<file path="src/mips_pkg.sv">
`default_nettype none

package mips_pkg;

	// Datapath word, also used for instructions and addresses
	typedef logic [31:0] word_t;
	typedef logic [4:0]  reg_addr_t;

	// Instruction memory, word indexed
	localparam int IMEM_DEPTH = 256;
	typedef logic [7:0] imem_addr_t;

	// Data memory, indexed by byte address bits 9..2
	localparam int DMEM_DEPTH = 256;

	localparam word_t RESET_PC = 32'h0000_0000;

	// ------------------------------------------------------------
	// Instruction encodings
	// ------------------------------------------------------------
	typedef enum logic [5:0] {
		OP_RTYPE = 6'h00,
		OP_J     = 6'h02,
		OP_BEQ   = 6'h04,
		OP_BNE   = 6'h05,
		OP_ADDI  = 6'h08,
		OP_ORI   = 6'h0d,
		OP_LW    = 6'h23,
		OP_SW    = 6'h2b
	} opcode_t;

	// R-type funct field
	localparam logic [5:0] FUNCT_ADD = 6'h20;
	localparam logic [5:0] FUNCT_SUB = 6'h22;
	localparam logic [5:0] FUNCT_AND = 6'h24;
	localparam logic [5:0] FUNCT_OR  = 6'h25;
	localparam logic [5:0] FUNCT_SLT = 6'h2a;

	typedef enum logic [2:0] {ALU_ADD, ALU_SUB, ALU_AND, ALU_OR, ALU_SLT} alu_op_t;

	// Execute operand source
	typedef enum logic [1:0] {
		FWD_REG = 2'b00,
		FWD_WB  = 2'b01,
		FWD_MEM = 2'b10
	} fwd_sel_t;

endpackage

`default_nettype wire

</file>
<file path="src/mips_if.sv">
`timescale 1ns/1ps
`default_nettype none


interface hazard_if import mips_pkg::*; (input wire logic clk);
	reg_addr_t rs_d, rt_d, rs_e, rt_e, write_reg_e, write_reg_m, wb_addr;
	logic      branch_d, reg_write_e, mem_to_reg_e, reg_write_m, mem_to_reg_m, wb_en;
	fwd_sel_t  fwd_a_e, fwd_b_e;
	logic      fwd_a_d, fwd_b_d, stall_f, stall_d, flush_e;
	modport fetch (input stall_f, stall_d);
	modport decode (output rs_d, rt_d, branch_d, input fwd_a_d, fwd_b_d, stall_d, flush_e);
	modport execute (output rs_e, rt_e, write_reg_e, reg_write_e, mem_to_reg_e,
		write_reg_m, reg_write_m, mem_to_reg_m, input fwd_a_e, fwd_b_e);
	modport hazard (input clk, rs_d, rt_d, branch_d, rs_e, rt_e, write_reg_e, reg_write_e,
		mem_to_reg_e, write_reg_m, reg_write_m, mem_to_reg_m, wb_en, wb_addr,
		output fwd_a_e, fwd_b_e, fwd_a_d, fwd_b_d, stall_f, stall_d, flush_e);
endinterface

`default_nettype wire

</file>
<file path="src/hazard_unit.sv">
`timescale 1ns/1ps
`default_nettype none

module hazard_unit import mips_pkg::*; (
	hazard_if.hazard hz
);

	logic lw_stall, branch_stall, stall;

	// Execute forwards with the memory stage winning over writeback
	always_comb begin
		hz.fwd_a_e = FWD_REG;
		if (hz.reg_write_m && hz.write_reg_m != '0 && hz.write_reg_m == hz.rs_e)
			hz.fwd_a_e = FWD_MEM;
		else if (hz.wb_en && hz.wb_addr != '0 && hz.wb_addr == hz.rs_e)
			hz.fwd_a_e = FWD_WB;
	end

	always_comb begin
		hz.fwd_b_e = FWD_REG;
		if (hz.reg_write_m && hz.write_reg_m != '0 && hz.write_reg_m == hz.rt_e)
			hz.fwd_b_e = FWD_MEM;
		else if (hz.wb_en && hz.wb_addr != '0 && hz.wb_addr == hz.rt_e)
			hz.fwd_b_e = FWD_WB;
	end

	// Comparator forwards come from the memory stage only
	assign hz.fwd_a_d = hz.reg_write_m && hz.rs_d != '0 && hz.write_reg_m == hz.rs_d;
	assign hz.fwd_b_d = hz.reg_write_m && hz.rt_d != '0 && hz.write_reg_m == hz.rt_d;

	// Load in execute feeding decode
	// reg_write already excludes r0 as a destination
	assign lw_stall = hz.mem_to_reg_e && hz.reg_write_e
		&& (hz.write_reg_e == hz.rs_d || hz.write_reg_e == hz.rt_d);

	// Branch waits on any result in execute or a load in memory
	assign branch_stall = hz.branch_d && (
		(hz.reg_write_e && (hz.write_reg_e == hz.rs_d || hz.write_reg_e == hz.rt_d))
		|| (hz.mem_to_reg_m && hz.reg_write_m
			&& (hz.write_reg_m == hz.rs_d || hz.write_reg_m == hz.rt_d)));

	assign stall      = lw_stall || branch_stall;
	assign hz.stall_f = stall;
	assign hz.stall_d = stall;
	assign hz.flush_e = stall;

	// Worst case is two cycles for a branch on a fresh load
	a_stall_bounded: assert property (@(posedge hz.clk)
		(hz.stall_d ##1 hz.stall_d) |=> !hz.stall_d);

endmodule

`default_nettype wire

</file>
<file path="src/flat_wrapper.sv">
// flat-port wrapper written by rule: the top's interface ports become plain ports
module hazard_unit_flat import mips_pkg::*;
  (clk, hz_rs_d, hz_rt_d, hz_branch_d, hz_rs_e, hz_rt_e, hz_write_reg_e, hz_reg_write_e, hz_mem_to_reg_e, hz_write_reg_m, hz_reg_write_m, hz_mem_to_reg_m, hz_wb_en, hz_wb_addr, hz_fwd_a_e, hz_fwd_b_e, hz_fwd_a_d, hz_fwd_b_d, hz_stall_f, hz_stall_d, hz_flush_e);
  hazard_if hz_i (.clk(clk));
  input wire logic clk;
  input wire logic [$bits(hz_i.rs_d)-1:0] hz_rs_d;
  input wire logic [$bits(hz_i.rt_d)-1:0] hz_rt_d;
  input wire logic [$bits(hz_i.branch_d)-1:0] hz_branch_d;
  input wire logic [$bits(hz_i.rs_e)-1:0] hz_rs_e;
  input wire logic [$bits(hz_i.rt_e)-1:0] hz_rt_e;
  input wire logic [$bits(hz_i.write_reg_e)-1:0] hz_write_reg_e;
  input wire logic [$bits(hz_i.reg_write_e)-1:0] hz_reg_write_e;
  input wire logic [$bits(hz_i.mem_to_reg_e)-1:0] hz_mem_to_reg_e;
  input wire logic [$bits(hz_i.write_reg_m)-1:0] hz_write_reg_m;
  input wire logic [$bits(hz_i.reg_write_m)-1:0] hz_reg_write_m;
  input wire logic [$bits(hz_i.mem_to_reg_m)-1:0] hz_mem_to_reg_m;
  input wire logic [$bits(hz_i.wb_en)-1:0] hz_wb_en;
  input wire logic [$bits(hz_i.wb_addr)-1:0] hz_wb_addr;
  output wire logic [$bits(hz_i.fwd_a_e)-1:0] hz_fwd_a_e;
  output wire logic [$bits(hz_i.fwd_b_e)-1:0] hz_fwd_b_e;
  output wire logic [$bits(hz_i.fwd_a_d)-1:0] hz_fwd_a_d;
  output wire logic [$bits(hz_i.fwd_b_d)-1:0] hz_fwd_b_d;
  output wire logic [$bits(hz_i.stall_f)-1:0] hz_stall_f;
  output wire logic [$bits(hz_i.stall_d)-1:0] hz_stall_d;
  output wire logic [$bits(hz_i.flush_e)-1:0] hz_flush_e;
  assign hz_i.rs_d = hz_rs_d;
  assign hz_i.rt_d = hz_rt_d;
  assign hz_i.branch_d = hz_branch_d;
  assign hz_i.rs_e = hz_rs_e;
  assign hz_i.rt_e = hz_rt_e;
  assign hz_i.write_reg_e = hz_write_reg_e;
  assign hz_i.reg_write_e = hz_reg_write_e;
  assign hz_i.mem_to_reg_e = hz_mem_to_reg_e;
  assign hz_i.write_reg_m = hz_write_reg_m;
  assign hz_i.reg_write_m = hz_reg_write_m;
  assign hz_i.mem_to_reg_m = hz_mem_to_reg_m;
  assign hz_i.wb_en = hz_wb_en;
  assign hz_i.wb_addr = hz_wb_addr;
  assign hz_fwd_a_e = hz_i.fwd_a_e;
  assign hz_fwd_b_e = hz_i.fwd_b_e;
  assign hz_fwd_a_d = hz_i.fwd_a_d;
  assign hz_fwd_b_d = hz_i.fwd_b_d;
  assign hz_stall_f = hz_i.stall_f;
  assign hz_stall_d = hz_i.stall_d;
  assign hz_flush_e = hz_i.flush_e;
  hazard_unit u_core (.hz(hz_i));
endmodule
</file>
<file path="config.mk">
export PLATFORM = sky130hd
export DESIGN_NAME = hazard_unit_flat
export DESIGN_NICKNAME = d
export VERILOG_FILES = /design/src/mips_pkg.sv /design/src/mips_if.sv /design/src/hazard_unit.sv /design/src/flat_wrapper.sv
export SDC_FILE = /design/constraint.sdc
export NUM_CORES = 1
export LEC_CHECK = 0
export BUFFER_PORTS_ARGS = -buffer_cell sky130_fd_sc_hd__buf_2
export CORE_MARGIN = 2
export CORE_UTILIZATION = 37
export DETAILED_ROUTE_END_ITERATION = 10
export GPL_TIMING_DRIVEN = 0
export PLACE_DENSITY = 0.92
export RECOVER_POWER = 50
export SYNTH_ARGS = -nofsm -noshare
export SYNTH_HDL_FRONTEND = slang
export SYNTH_SLANG_ARGS = --single-unit
</file>
<file path="constraint.sdc">
create_clock -name vclk -period 1.27
set_input_delay 0.0635 -clock vclk [all_inputs]
set_output_delay 0.0635 -clock vclk [all_outputs]
set_load 0.005 [all_outputs]
</file>
==> impl_results.md <==
- Worst Setup EP: hz_stall_f
- Design Power: 0.3178 mW
- Die height: 44.42 um
- Register cell area after layout: 0 um2
- Max-capacitance violation count: 0
- Syn. warnings: 0
- Failing checks: setup timing
- Sequential area share after synthesis: 0%
- RSZ-0062 raised after global routing: true
- Mapped Avg Cell Area: 7.554 um2
- Most frequent cells in the layout: buf_2 (37), xor2_1 (23), xnor2_1 (13), buf_4 (10)
- First-pass GRT wire length: 3174 um
- Antenna-violating nets left: 0
- Final RePlAce weighted congestion: 0.7387
- Core Area: 0.001524 mm2
- Multi-input gate area: 615.6 um2
- Chip width: 44.42 um
- Vias in the first global route: 802
- Element type at the critical path start: primary input
- Global Route Usage Sum: 20.92%
- Setup crit start: hz_write_reg_m[0]
- Cell type with the largest total area after synthesis: xor2_1
- Final hold violations: 0
- Max frequency: approximately 740 MHz
- CP arrival: 1.29 ns
- Final setup viols: 5
- Gate power share: 100.0%
- Nets: 175
- Syn Inst Count: 80
- Largest net degree at the start of global routing: 7
- Crit Path Max Fanout: 6
- Initial cell density of the core: 39.66%
- HPWL after DPL: 1623 um
- Static leakage: 0.4576 nW
- Sequential cell count: 0
- Outcome: complete, but fails checks
- Seq pwr share: 0%
- Post-route cell area: between 0.001 and 0.0015 mm2
- Commonest non-fill, non-tap cell in the layout: buf_2
- Die area: 0.001973 mm2
- Initial antenna violation count: 0
- Row cnt: 14
- Pwr Density: between 300 and 400 mW/mm2
- DRT Pass-1 Iters: 3
- Num ports: 51
- Sw power: 0.1457 mW
- Internal cell power: between 0.15 and 0.2 mW
- Period utilization: 106.7%
- CP Capture Type: output pin
- Synth area leaders: xor2_1 (33%), xnor2_1 (19%), or4_1 (7.5%), nand3_1 (4.1%), nor4_2 (4.1%)
- Min-Delay Path Class: in2out
- WL final: 2013 um
- Net Count, Synth: ~120
- Total gr overflow: 0
- Post-synth cell types: 24
- CP required: 1.21 ns
- Final min period: 1.355 ns
- Layout cells sized above 1: roughly half
- P&R area growth vs syn: 66.25%
- Initial drt markers: 5
- Net Sw Frac: 45.85%
- ANT cells: 0
- Clock share of power: 0%
- Fillers: 146
- Fin worst setup slack: -0.08527 ns
- Detailed-route via count: 792
- Via density: 5.388
- Crit path kind: in2out
- Post-Syn Area: 604.3 um2
- Area post-placement: 893.4 um2
- Port-buffer cells: 47
- Clock buffers: 0
- Max VDD drop: ~0.16 mV
- Yosys top cell area share: 33.33%
- Worst-Margin Slew: 0.4467 ns
- Slew Viols, Final: 0
- # DRC: 0
- Routed len/inst: 13.69 um
- Slew margin rel.: 69.94%
-- layout make-up --
| cell class | count | area share (%) |
|---|---|---|
| tap | 16 | 1.993 |
| buffer | 5 | 6.600 |
| multi-input combinational | 74 | 61.27 |
| timing repair buffer | 51 | 29.76 |
| inverter | 1 | 0.3736 |
-- kinds of logic (layout without fill, tap and decap cells) --
kind of cell | count (synthesis) | in the layout | share of synthesized area (%)
xor+xnor | 36 | 36 | 52.17
simple gates | 29 | 29 | 30.43
buf+inv | 6 | 57 | 6.415
compound gates | 9 | 9 | 10.97
-- synthesized netlist by cell type (2+ instances only) --
cell type,count
xor2_1,23
xnor2_1,13
or4_1,6
nand3_1,5
o21ai_0,4
nand2b_1,3
nor2_1,3
nor2b_1,3
nor4_1,3
buf_4,2
nor4_2,2
-- through the flow --
stage          worst slack, ns  util, %  hold slack, ns    TNS, ns  cells
2_1_floorplan        -0.001013        -          0.2268  -0.002025     80
3_3_place_gp           -0.1309    58.62          0.4855    -0.5652    143
3_5_place_dp           -0.1387    58.62          0.4874    -0.5987    143
4_1_cts               -0.09886    63.38          0.4896    -0.3914    145
5_1_grt                -0.1895    65.93          0.5206    -0.7108    147
6_report              -0.08527    65.93          0.4859    -0.3205    147
-- worst max-delay path: stages --
cell       delay [ns]
buf_8            0.11
nor2b_4          0.12
a2111oi_4        0.34
a32oi_1          0.16
o211ai_1         0.26
buf_4            0.16
buf_6            0.08
-- routing by layer --
layer | wire, um | vias up | track usage [%] | share of wire (%)
li1 | - | 386 | - | -
met1 | 778 | 360 | 22.44 | 39
met2 | 1044 | 46 | 45.88 | 52
met3 | 190 | 0 | 0.8163 | 9.4
met4 | 0 | 0 | 0 | 0
met5 | 0 | - | 0 | 0
-- worst min-delay path by stage --
| stage | start | endpoint | slack (ns) | cells past startpoint |
|---|---|---|---|---|
| floorplan | hz_reg_write_m | hz_fwd_a_d | 0.23 | 2 |
| global placement | hz_reg_write_m | hz_fwd_a_d | 0.49 | 4 |
| detailed placement | hz_reg_write_m | hz_fwd_b_d | 0.49 | 4 |
| CTS | hz_reg_write_m | hz_fwd_b_d | 0.49 | 4 |
| global route | hz_reg_write_m | hz_fwd_a_e[1] | 0.52 | 4 |
| finish | hz_reg_write_m | hz_fwd_b_d | 0.49 | 4 |
-- what timing repair did --
action                     4_1_cts  5_1_grt
hold buffers                     0        0
setup buffers                    2        2
resized for setup               14        7
pin swaps                        5        5
setup endpoints to repair        7        6
-- power by group through the flow --
stage | registers [mW] | clock network [mW] | logic, mW
2_1_floorplan | 0 | 0 | 0.150
3_3_place_gp | 0 | 0 | 0.266
3_5_place_dp | 0 | 0 | 0.278
4_1_cts | 0 | 0 | 0.302
5_1_grt | 0 | 0 | 0.346
6_report | 0 | 0 | 0.318
(Power assumes the default switching activity.)
