**src/mips_pkg.sv**
```systemverilog
`default_nettype none

package mips_pkg;

	// Datapath word, also used for instructions and addresses
	typedef logic [31:0] word_t;
	typedef logic [4:0]  reg_addr_t;

	// Instruction memory, word indexed
	localparam int IMEM_DEPTH = 256;
	typedef logic [7:0] imem_addr_t;

	// Data memory, indexed by byte address bits 9..2
	localparam int DMEM_DEPTH = 256;

	localparam word_t RESET_PC = 32'h0000_0000;

	// ------------------------------------------------------------
	// Instruction encodings
	// ------------------------------------------------------------
	typedef enum logic [5:0] {
		OP_RTYPE = 6'h00,
		OP_J     = 6'h02,
		OP_BEQ   = 6'h04,
		OP_BNE   = 6'h05,
		OP_ADDI  = 6'h08,
		OP_ORI   = 6'h0d,
		OP_LW    = 6'h23,
		OP_SW    = 6'h2b
	} opcode_t;

	// R-type funct field
	localparam logic [5:0] FUNCT_ADD = 6'h20;
	localparam logic [5:0] FUNCT_SUB = 6'h22;
	localparam logic [5:0] FUNCT_AND = 6'h24;
	localparam logic [5:0] FUNCT_OR  = 6'h25;
	localparam logic [5:0] FUNCT_SLT = 6'h2a;

	typedef enum logic [2:0] {ALU_ADD, ALU_SUB, ALU_AND, ALU_OR, ALU_SLT} alu_op_t;

	// Execute operand source
	typedef enum logic [1:0] {
		FWD_REG = 2'b00,
		FWD_WB  = 2'b01,
		FWD_MEM = 2'b10
	} fwd_sel_t;

endpackage

`default_nettype wire

```
**src/mips_if.sv**
```systemverilog
`timescale 1ns/1ps
`default_nettype none

// Fetch/decode register outputs, redirect goes back to fetch
interface fd_if import mips_pkg::*; ();
	word_t instr;
	word_t pc_plus4;
	logic  redirect;
	word_t redirect_pc;
	modport fetch (output instr, pc_plus4, input redirect, redirect_pc);
	modport decode (input instr, pc_plus4, output redirect, redirect_pc);
endinterface

// Decode/execute register outputs
interface dx_if import mips_pkg::*; ();
	alu_op_t   alu_op;
	logic      alu_src, reg_dst, reg_write, mem_to_reg, mem_write;
	reg_addr_t rs, rt, rd;
	word_t     rs_val, rt_val, imm;
	modport decode (output alu_op, alu_src, reg_dst, reg_write, mem_to_reg, mem_write,
		rs, rt, rd, rs_val, rt_val, imm);
	modport execute (input alu_op, alu_src, reg_dst, reg_write, mem_to_reg, mem_write,
		rs, rt, rd, rs_val, rt_val, imm);
endinterface

// Execute/memory register outputs
interface xm_if import mips_pkg::*; ();
	logic      reg_write, mem_to_reg, mem_write;
	reg_addr_t write_reg;
	word_t     alu_result, store_data;
	modport execute (output reg_write, mem_to_reg, mem_write, write_reg, alu_result, store_data);
	modport memory (input reg_write, mem_to_reg, mem_write, write_reg, alu_result, store_data);
	// Decode comparator only needs the memory-stage result
	modport observe (input alu_result);
endinterface

interface hazard_if import mips_pkg::*; (input wire logic clk);
	reg_addr_t rs_d, rt_d, rs_e, rt_e, write_reg_e, write_reg_m, wb_addr;
	logic      branch_d, reg_write_e, mem_to_reg_e, reg_write_m, mem_to_reg_m, wb_en;
	fwd_sel_t  fwd_a_e, fwd_b_e;
	logic      fwd_a_d, fwd_b_d, stall_f, stall_d, flush_e;
	modport fetch (input stall_f, stall_d);
	modport decode (output rs_d, rt_d, branch_d, input fwd_a_d, fwd_b_d, stall_d, flush_e);
	modport execute (output rs_e, rt_e, write_reg_e, reg_write_e, mem_to_reg_e,
		write_reg_m, reg_write_m, mem_to_reg_m, input fwd_a_e, fwd_b_e);
	modport hazard (input clk, rs_d, rt_d, branch_d, rs_e, rt_e, write_reg_e, reg_write_e,
		mem_to_reg_e, write_reg_m, reg_write_m, mem_to_reg_m, wb_en, wb_addr,
		output fwd_a_e, fwd_b_e, fwd_a_d, fwd_b_d, stall_f, stall_d, flush_e);
endinterface

`default_nettype wire

```
**src/decode_stage.sv**
```systemverilog
`timescale 1ns/1ps
`default_nettype none

module decode_stage import mips_pkg::*; (
	input  wire logic      clk,
	input  wire logic      rst,
	fd_if.decode           fd,
	dx_if.decode           dx,
	xm_if.observe          xm,
	hazard_if.decode       hz,
	input  wire logic      wb_en,
	input  wire reg_addr_t wb_addr,
	input  wire word_t     wb_data
);

	opcode_t     opcode;
	logic [5:0]  funct;
	reg_addr_t   rs, rt, rd, dest;
	logic [15:0] imm16;
	word_t       imm_ext;
	word_t       regs [32];
	word_t       rf_rs, rf_rt, cmp_a, cmp_b;
	alu_op_t     alu_op;
	logic        alu_src, reg_dst, reg_write, mem_to_reg, mem_write;
	logic        branch, is_bne, jump, zero_ext, uses_rs, uses_rt, wr_ok, taken;

	assign opcode = opcode_t'(fd.instr[31:26]);
	assign rs     = fd.instr[25:21];
	assign rt     = fd.instr[20:16];
	assign rd     = fd.instr[15:11];
	assign funct  = fd.instr[5:0];
	assign imm16  = fd.instr[15:0];

	// ------------------------------------------------------------
	// Control decode
	// ------------------------------------------------------------
	// Anything unknown falls through as a bubble
	always_comb begin
		alu_op     = ALU_ADD;
		alu_src    = 1'b0;
		reg_dst    = 1'b0;
		reg_write  = 1'b0;
		mem_to_reg = 1'b0;
		mem_write  = 1'b0;
		branch     = 1'b0;
		is_bne     = 1'b0;
		jump       = 1'b0;
		zero_ext   = 1'b0;
		uses_rs    = 1'b0;
		uses_rt    = 1'b0;
		case (opcode)
			OP_RTYPE: begin
				reg_dst   = 1'b1;
				reg_write = 1'b1;
				uses_rs   = 1'b1;
				uses_rt   = 1'b1;
				case (funct)
					FUNCT_ADD: alu_op = ALU_ADD;
					FUNCT_SUB: alu_op = ALU_SUB;
					FUNCT_AND: alu_op = ALU_AND;
					FUNCT_OR:  alu_op = ALU_OR;
					FUNCT_SLT: alu_op = ALU_SLT;
					default: begin
						reg_write = 1'b0;
						uses_rs   = 1'b0;
						uses_rt   = 1'b0;
					end
				endcase
			end
			OP_ADDI, OP_ORI, OP_LW: begin
				alu_src    = 1'b1;
				reg_write  = 1'b1;
				uses_rs    = 1'b1;
				mem_to_reg = (opcode == OP_LW);
				zero_ext   = (opcode == OP_ORI);
				alu_op     = (opcode == OP_ORI) ? ALU_OR : ALU_ADD;
			end
			OP_SW: begin
				alu_src   = 1'b1;
				mem_write = 1'b1;
				uses_rs   = 1'b1;
				uses_rt   = 1'b1;
			end
			OP_BEQ, OP_BNE: begin
				branch  = 1'b1;
				is_bne  = (opcode == OP_BNE);
				uses_rs = 1'b1;
				uses_rt = 1'b1;
			end
			OP_J:    jump = 1'b1;
			default: jump = 1'b0;
		endcase
	end

	// Writes to r0 are dropped here so nothing downstream sees them
	assign dest    = reg_dst ? rd : rt;
	assign wr_ok   = reg_write && (dest != '0);
	assign imm_ext = zero_ext ? {16'h0000, imm16} : {{16{imm16[15]}}, imm16};

	// ------------------------------------------------------------
	// Register file
	// ------------------------------------------------------------
	always_ff @(posedge clk) begin
		if (wb_en && wb_addr != '0)
			regs[wb_addr] <= wb_data;
	end

	// Write-first bypass means writeback needs no forward here
	assign rf_rs = (rs == '0) ? '0 : (wb_en && wb_addr == rs) ? wb_data : regs[rs];
	assign rf_rt = (rt == '0) ? '0 : (wb_en && wb_addr == rt) ? wb_data : regs[rt];

	// Branch compare with the memory-stage result forwarded in
	assign cmp_a = hz.fwd_a_d ? xm.alu_result : rf_rs;
	assign cmp_b = hz.fwd_b_d ? xm.alu_result : rf_rt;
	assign taken = branch && ((cmp_a == cmp_b) != is_bne);

	// No redirect while held since operands may still be stale
	assign fd.redirect    = !hz.stall_d && (taken || jump);
	assign fd.redirect_pc = jump ? {fd.pc_plus4[31:28], fd.instr[25:0], 2'b00}
		: fd.pc_plus4 + {imm_ext[29:0], 2'b00};

	// Unused fields read as r0 and never match a hazard
	assign hz.rs_d     = uses_rs ? rs : '0;
	assign hz.rt_d     = uses_rt ? rt : '0;
	assign hz.branch_d = branch;

	// ------------------------------------------------------------
	// Decode/execute register
	// ------------------------------------------------------------
	always_ff @(posedge clk) begin
		if (rst || hz.flush_e) begin
			dx.reg_write  <= 1'b0;
			dx.mem_to_reg <= 1'b0;
			dx.mem_write  <= 1'b0;
		end else begin
			dx.reg_write  <= wr_ok;
			dx.mem_to_reg <= mem_to_reg;
			dx.mem_write  <= mem_write;
		end
	end

	always_ff @(posedge clk) begin
		dx.alu_op  <= alu_op;
		dx.alu_src <= alu_src;
		dx.reg_dst <= reg_dst;
		dx.rs      <= rs;
		dx.rt      <= rt;
		dx.rd      <= rd;
		dx.rs_val  <= rf_rs;
		dx.rt_val  <= rf_rt;
		dx.imm     <= imm_ext;
	end

	// Comparator sees zero for r0 even with forwarding in place
	a_r0_zero: assert property (@(posedge clk) disable iff (rst)
		(rs != '0 || cmp_a == '0) && (rt != '0 || cmp_b == '0));

endmodule

`default_nettype wire

```
**src/flat_wrapper.sv**
```systemverilog
// flat-port wrapper written by rule: the top's interface ports become plain ports
module decode_stage_flat import mips_pkg::*;
  (clk, rst, wb_en, wb_addr, wb_data, fd_instr, fd_pc_plus4, fd_redirect, fd_redirect_pc, dx_alu_op, dx_alu_src, dx_reg_dst, dx_reg_write, dx_mem_to_reg, dx_mem_write, dx_rs, dx_rt, dx_rd, dx_rs_val, dx_rt_val, dx_imm, xm_alu_result, hz_rs_d, hz_rt_d, hz_branch_d, hz_fwd_a_d, hz_fwd_b_d, hz_stall_d, hz_flush_e);
  fd_if fd_i ();
  dx_if dx_i ();
  xm_if xm_i ();
  hazard_if hz_i (.clk(clk));
  input  wire logic clk;
  input  wire logic rst;
  input  wire logic wb_en;
  input  wire reg_addr_t wb_addr;
  input  wire word_t wb_data;
  input wire logic [$bits(fd_i.instr)-1:0] fd_instr;
  input wire logic [$bits(fd_i.pc_plus4)-1:0] fd_pc_plus4;
  output wire logic [$bits(fd_i.redirect)-1:0] fd_redirect;
  output wire logic [$bits(fd_i.redirect_pc)-1:0] fd_redirect_pc;
  output wire logic [$bits(dx_i.alu_op)-1:0] dx_alu_op;
  output wire logic [$bits(dx_i.alu_src)-1:0] dx_alu_src;
  output wire logic [$bits(dx_i.reg_dst)-1:0] dx_reg_dst;
  output wire logic [$bits(dx_i.reg_write)-1:0] dx_reg_write;
  output wire logic [$bits(dx_i.mem_to_reg)-1:0] dx_mem_to_reg;
  output wire logic [$bits(dx_i.mem_write)-1:0] dx_mem_write;
  output wire logic [$bits(dx_i.rs)-1:0] dx_rs;
  output wire logic [$bits(dx_i.rt)-1:0] dx_rt;
  output wire logic [$bits(dx_i.rd)-1:0] dx_rd;
  output wire logic [$bits(dx_i.rs_val)-1:0] dx_rs_val;
  output wire logic [$bits(dx_i.rt_val)-1:0] dx_rt_val;
  output wire logic [$bits(dx_i.imm)-1:0] dx_imm;
  input wire logic [$bits(xm_i.alu_result)-1:0] xm_alu_result;
  output wire logic [$bits(hz_i.rs_d)-1:0] hz_rs_d;
  output wire logic [$bits(hz_i.rt_d)-1:0] hz_rt_d;
  output wire logic [$bits(hz_i.branch_d)-1:0] hz_branch_d;
  input wire logic [$bits(hz_i.fwd_a_d)-1:0] hz_fwd_a_d;
  input wire logic [$bits(hz_i.fwd_b_d)-1:0] hz_fwd_b_d;
  input wire logic [$bits(hz_i.stall_d)-1:0] hz_stall_d;
  input wire logic [$bits(hz_i.flush_e)-1:0] hz_flush_e;
  assign fd_i.instr = fd_instr;
  assign fd_i.pc_plus4 = fd_pc_plus4;
  assign fd_redirect = fd_i.redirect;
  assign fd_redirect_pc = fd_i.redirect_pc;
  assign dx_alu_op = dx_i.alu_op;
  assign dx_alu_src = dx_i.alu_src;
  assign dx_reg_dst = dx_i.reg_dst;
  assign dx_reg_write = dx_i.reg_write;
  assign dx_mem_to_reg = dx_i.mem_to_reg;
  assign dx_mem_write = dx_i.mem_write;
  assign dx_rs = dx_i.rs;
  assign dx_rt = dx_i.rt;
  assign dx_rd = dx_i.rd;
  assign dx_rs_val = dx_i.rs_val;
  assign dx_rt_val = dx_i.rt_val;
  assign dx_imm = dx_i.imm;
  assign xm_i.alu_result = xm_alu_result;
  assign hz_rs_d = hz_i.rs_d;
  assign hz_rt_d = hz_i.rt_d;
  assign hz_branch_d = hz_i.branch_d;
  assign hz_i.fwd_a_d = hz_fwd_a_d;
  assign hz_i.fwd_b_d = hz_fwd_b_d;
  assign hz_i.stall_d = hz_stall_d;
  assign hz_i.flush_e = hz_flush_e;
  decode_stage u_core (.clk(clk), .rst(rst), .fd(fd_i), .dx(dx_i), .xm(xm_i), .hz(hz_i), .wb_en(wb_en), .wb_addr(wb_addr), .wb_data(wb_data));
endmodule
```
**config.mk**
```make
export PLATFORM = sky130hd
export DESIGN_NAME = decode_stage_flat
export DESIGN_NICKNAME = d
export VERILOG_FILES = /design/src/mips_pkg.sv /design/src/mips_if.sv /design/src/decode_stage.sv /design/src/flat_wrapper.sv
export SDC_FILE = /design/constraint.sdc
export NUM_CORES = 1
export LEC_CHECK = 0
export BUFFER_PORTS_ARGS = -buffer_cell sky130_fd_sc_hd__buf_2
export CAP_MARGIN = 20
export CORE_UTILIZATION = 40
export DETAILED_ROUTE_END_ITERATION = 10
export PLACE_DENSITY = 0.6
export SLEW_MARGIN = 20
export SYNTH_ARGS = -nofsm -noshare
export SYNTH_HDL_FRONTEND = slang
export SYNTH_SLANG_ARGS = --single-unit
export TNS_END_PERCENT = 10
```
**constraint.sdc**
```tcl
create_clock -name clk -period 3.7 [get_ports clk]
set_clock_uncertainty 0.15 [all_clocks]
set_input_delay 0.37 -clock clk [delete_from_list [all_inputs] [get_ports clk]]
set_output_delay 0.37 -clock clk [all_outputs]
set_load 0.01 [all_outputs]
```
==> results by stage <==
Status:
- The flow ran to the end, but the final reports show violations.
- The final reports fail on negative setup slack.

STA:
- The final-report max-slew violation count is 0.
- After layout, the worst path uses 140% of the clock period.
- Setup repair after global routing could not meet its margin everywhere.
- Final hold analysis gives a worst-case slack of ~0.034 ns.
- The total negative slack for setup checks is -3.09 ns.
- The routed design could run at a clock period as short as slightly above 5 ns.
- Setup violations remaining at the end of the flow were counted as 10.
- The tightest slew margin relative to the limit is between 20% and 30%.
- For this run, the top clock speed supported by timing is slightly below 0.2 GHz.
- The slack of the critical path is -1.48 ns.
- The slew at the pin with the worst max-slew slack is between 1 and 1.5 ns.
- The final count of hold timing violations came to 0.

CTS:
- The clock reaches the later pin of the worst-skew pair after 0.77 ns.
- The H-tree generated during clock tree synthesis spans 3 levels.
- The clock root buffer master is sky130_fd_sc_hd__clkbuf_16.
- In this run the deepest clock path goes through 3 buffers.
- The number of sinks on the clock net is 1,124.
- Clock tree synthesis inserted a total of 120 buffers.
- After clock tree synthesis, the clock-pin slew on the worst setup and hold paths is roughly 0.060 ns.
- The TritonCTS clock tree is done.

GRT:
- The total overflow left after global routing is 0.
- The number of antenna violations at the first check in global routing came to 19.
- The total track usage is 31.6%.
- The via count of the first global-routing pass was 38,929.
- Entering global routing, the biggest net connects 35 pins.
- The first global-routing pass estimated about 300,000 um of wire.

Finish:
- Registers take about 33,000 sq um.
- The layout has around 11,000 filler cells.
- In the final layout, the share of cells above drive strength 1 is a little over two fifths.
- The flip-flop count of the largest register, all copies and words added is slightly above 1,000.
- Relative to the synthesized area, the layout overhead comes to 28.1%.
- The layout net count is between 4,000 and 5,000.
- The multi-input combinational cells in the finished layout cover a total of between 20,000 and 25,000 sq um.
- The largest registers in the layout are u_core.regs: 1024 flops, u_core.dx.rs_val: 32 flops, u_core.dx.rt_val: 32 flops.
- The largest register by flop count is u_core.regs.

Power:
- The power per unit of standard cell area is about 450 nW/um^2.
- The fraction of power spent switching nets is approximately a quarter.
- Combinational logic burns roughly 15% of the power.
- The clock network burns 39.6% of the power.
- The static leakage is approximately 25 nW.
- After layout, the design draws a total of between 30 and 40 mW.
- The internal power summed over all cells is ~23 mW.
- The analysis attributes to net switching a power of approximately 8 mW.
- The sequential share of power is a little under half.
- The worst-case IR drop observed on VDD is 0.393 mV.

Yosys:
- Averaged over all synthesized cells, the footprint is about 17 sq um.
- By area the synthesized netlist is led by sky130_fd_sc_hd__edfxtp_1, sky130_fd_sc_hd__mux4_2, sky130_fd_sc_hd__dfxtp_1, sky130_fd_sc_hd__mux2i_1, sky130_fd_sc_hd__a22oi_1.
- Synthesis produced a netlist whose cell count is between 3,000 and 4,000.
- The share of the synthesized area in the top cell type is 56.8%.
- The Yosys step of the flow raised 0 warnings.
- The most used flip-flop cell after synthesis is sky130_fd_sc_hd__edfxtp_1.
- The fraction of registers with async set or reset after synthesis is 0%.
- The synthesized netlist occupies a cell area of approximately 54,000 sq um.
- The number of enable flip-flop cells after synthesis is ~1,000.
- In the synthesized netlist, mux cells make up 22.3% of the area.
- Summing the areas of all fa, ha and maj instances in the mapped netlist gives less than 1% of the synthesized area.
- The number of synthesized register bits is 1,124.
- Of all cell types, the one taking the most synthesized area is sky130_fd_sc_hd__edfxtp_1.
- After synthesis, flip-flops and latches occupy about 60% of the total area.
- The post-synthesis share of cell area spent on xor and xnor gates is between 1.5 and 2%.
- Summing the areas of all compound-gate instances in the mapped netlist gives under 10% of the synthesized area.
- The synthesized netlist devotes 4.69% of its cell area to simple gates.
- The number of different library cells in the post-synthesis netlist is 86.
- After synthesis, the largest family of logic cells by area is multiplexers.

Worst setup path:
- The type of the setup path with the least slack is in2out.
- Data on the critical path is required at its endpoint by 3.18 ns.
- The cell seen most often among critical-path stages is sky130_fd_sc_hd__mux2i_1.
- The critical path starts at fd_instr[21].
- Traced cell by cell, the critical path runs through buf_8 -> buf_12 -> buf_4 -> mux2i_1 -> a221oi_1 -> a211oi_1 -> a21oi_1 -> mux2i_1 -> xnor2_1 -> nor3_1 -> nand4_1 -> o41ai_2 -> o2111ai_2 -> buf_6 -> mux2_4 -> o21ai_2 -> buf_2.
- The type of element capturing the critical path is an output port.
- At the worst endpoint, the arrival time is 4.66 ns.
- The reg-to-reg startpoint is u_core.regs[2][16]$_DFFE_PP_.
- The largest single stage delay on the critical path is 0.60 ns.
- STA classifies the critical path startpoint as a primary input.
- The combined buffer and inverter count along the critical path is 5.
- In this design, the largest share of critical-path delay is due to compound AO/OA/AOI/OAI gates.
- The slowest stage of the critical path belongs to the cell sky130_fd_sc_hd__a21oi_1.
- The biggest fanout along the worst timing path is 20.

Worst hold path:
- In this run the most critical hold path is launched from wb_data[18].
- The min-delay analysis places its worst path in the category in2reg.

Die:
- In this run the count of I/O pins placed on the die edge is approximately 300.
- The floorplan step set the die height to 370 um.
- In this run the horizontal extent of the chip is 370 um.
- The floorplan core area is 134,000 sq um.
- The placement row count is ~130.
- The die area is 137,000 sq um.
- The starting utilization of the core area is approximately 40%.

Job:
- Max-cap violations in this run came to 0.

Placement:
- The final weighted congestion of routability-driven global placement is a little over 1.
- At the placement stage, the worst setup path has a slack of -1.63 ns.
- The detailed placer's ending HPWL is between 150,000 and 200,000 um.
- The number of input and output port buffers inserted is ~300.

Detailed routing:
- After detailed routing, the number of remaining DRC violations is 0.
- The sum of routed wire length over all layers is 218,000 um.
- The vias per cell is between 6 and 7.
- The iteration count of the initial detailed-routing pass is 6.
- Once detail routing completed, the nets flagged for antenna violations numbered 0.
- In the final routed layout, each cell accounts on average for 34.8 um.
- The detailed router placed 39,669 vias in this run.
- For this block, the initial DRC count from the detailed router was between 5,000 and 6,000.
==> routing by layer <==
metal / wire length, um / vias to the layer above / track usage, %
li1: - / 15827 / -
met1: 81200 / 20370 / 41.2
met2: 99000 / 2893 / 49.2
met3: 26100 / 569 / 8.72
met4: 11900 / 10 / 14.6
met5: 72 / - / 0
==> worst paths after layout <==
kind / end / slack [ns] / depth (start not counted)
worst max-delay path: fd_redirect / -1.48 / 17
worst min-delay path: u_core.regs[8][18]$_DFFE_PP_ / 0.03 / 2
worst max register to register: u_core.dx.rt_val[16]$_DFF_P_ / 0.95 / 7
worst min register to register: u_core.dx.rt_val[24]$_DFF_P_ / 0.89 / 4
==> power groups by stage <==
stage / Clock, mW / Combinational (mW) / Sequential [mW]
finish: 12.5 / 4.79 / 14.3
global route: 13.1 / 4.95 / 14.3
CTS: 12.6 / 4.65 / 14.2
floorplan: 0 / 2.06 / 14.5
global placement: 0 / 4.51 / 14.5
detailed placement: 0 / 4.52 / 14.5
==> logic make-up (layout without fill, tap and decap cells) <==
family                   count (synthesis)  in the layout
multiplexers                           653            653
AND/OR/NAND/NOR                        519            519
other                                    1             38
AO/OA/AOI/OAI                          561            561
XOR/XNOR                               102            102
adder cells (fa/ha/maj)                 30             30
buffers and inverters                  282           1481
flip-flops                            1124           1124
==> synthesized netlist by cell type, types with 50 or more instances <==
library cell,count
sky130_fd_sc_hd__a21oi_1,111
sky130_fd_sc_hd__a22oi_1,99
sky130_fd_sc_hd__buf_2,67
sky130_fd_sc_hd__buf_4,52
sky130_fd_sc_hd__clkbuf_1,70
sky130_fd_sc_hd__dfxtp_1,100
sky130_fd_sc_hd__edfxtp_1,1024
sky130_fd_sc_hd__mux2i_1,189
sky130_fd_sc_hd__mux4_2,443
sky130_fd_sc_hd__nand2_1,113
sky130_fd_sc_hd__nor2_1,150
sky130_fd_sc_hd__o21ai_0,83
sky130_fd_sc_hd__xnor2_1,52
sky130_fd_sc_hd__xor2_1,50
==> layout make-up <==
type	count	share of cell area, %
diodes	6	0.0216
clock buffers	160	4.87
clock inverters	70	1.02
inverters	44	0.238
multi-input cells	1897	29.6
flip-flops and latches	1124	47.2
well taps	1768	3.19
repair buffers	1207	13.9
==> layout by cell type (no fill, tap or decap), types with 24 or more instances in the layout <==
cell type	count
sky130_fd_sc_hd__xor2_1	49
sky130_fd_sc_hd__mux2i_1	187
sky130_fd_sc_hd__clkinv_2	24
sky130_fd_sc_hd__a21oi_1	104
sky130_fd_sc_hd__nor3_1	33
sky130_fd_sc_hd__a221oi_1	32
sky130_fd_sc_hd__ha_1	28
sky130_fd_sc_hd__mux4_2	443
sky130_fd_sc_hd__nand4_1	24
sky130_fd_sc_hd__a22oi_1	98
sky130_fd_sc_hd__dlygate4sd3_1	65
sky130_fd_sc_hd__o22ai_1	45
sky130_fd_sc_hd__buf_12	91
sky130_fd_sc_hd__buf_4	747
sky130_fd_sc_hd__nand2_1	112
sky130_fd_sc_hd__edfxtp_1	1024
sky130_fd_sc_hd__nor2_4	31
sky130_fd_sc_hd__buf_2	295
sky130_fd_sc_hd__xnor2_1	50
sky130_fd_sc_hd__conb_1	32
sky130_fd_sc_hd__nor2b_1	26
sky130_fd_sc_hd__nor2_1	111
sky130_fd_sc_hd__inv_1	38
sky130_fd_sc_hd__dfxtp_1	100
sky130_fd_sc_hd__nand3_1	49
sky130_fd_sc_hd__clkbuf_16	124
sky130_fd_sc_hd__o21ai_0	76
==> per-stage QoR <==
step	cell area, sq um	util (%)	std cells
5_1_grt	69400	51.8	6270
6_report	69400	51.8	6276
3_5_place_dp	64300	48.0	5971
3_3_place_gp	64300	48.0	5971
4_1_cts	69300	51.7	6266
2_1_floorplan	54400	-	3303
==> repair_timing <==
item                                    4_1_cts  5_1_grt
hold endpoints to repair                    254        1
buffers inserted                              0        3
hold buffers                                 65        1
endpoints found under the setup margin       15       15
resized for setup                            45       27
pin swaps                                    20       19
No activity file was read; power rests on OpenSTA's default activity.
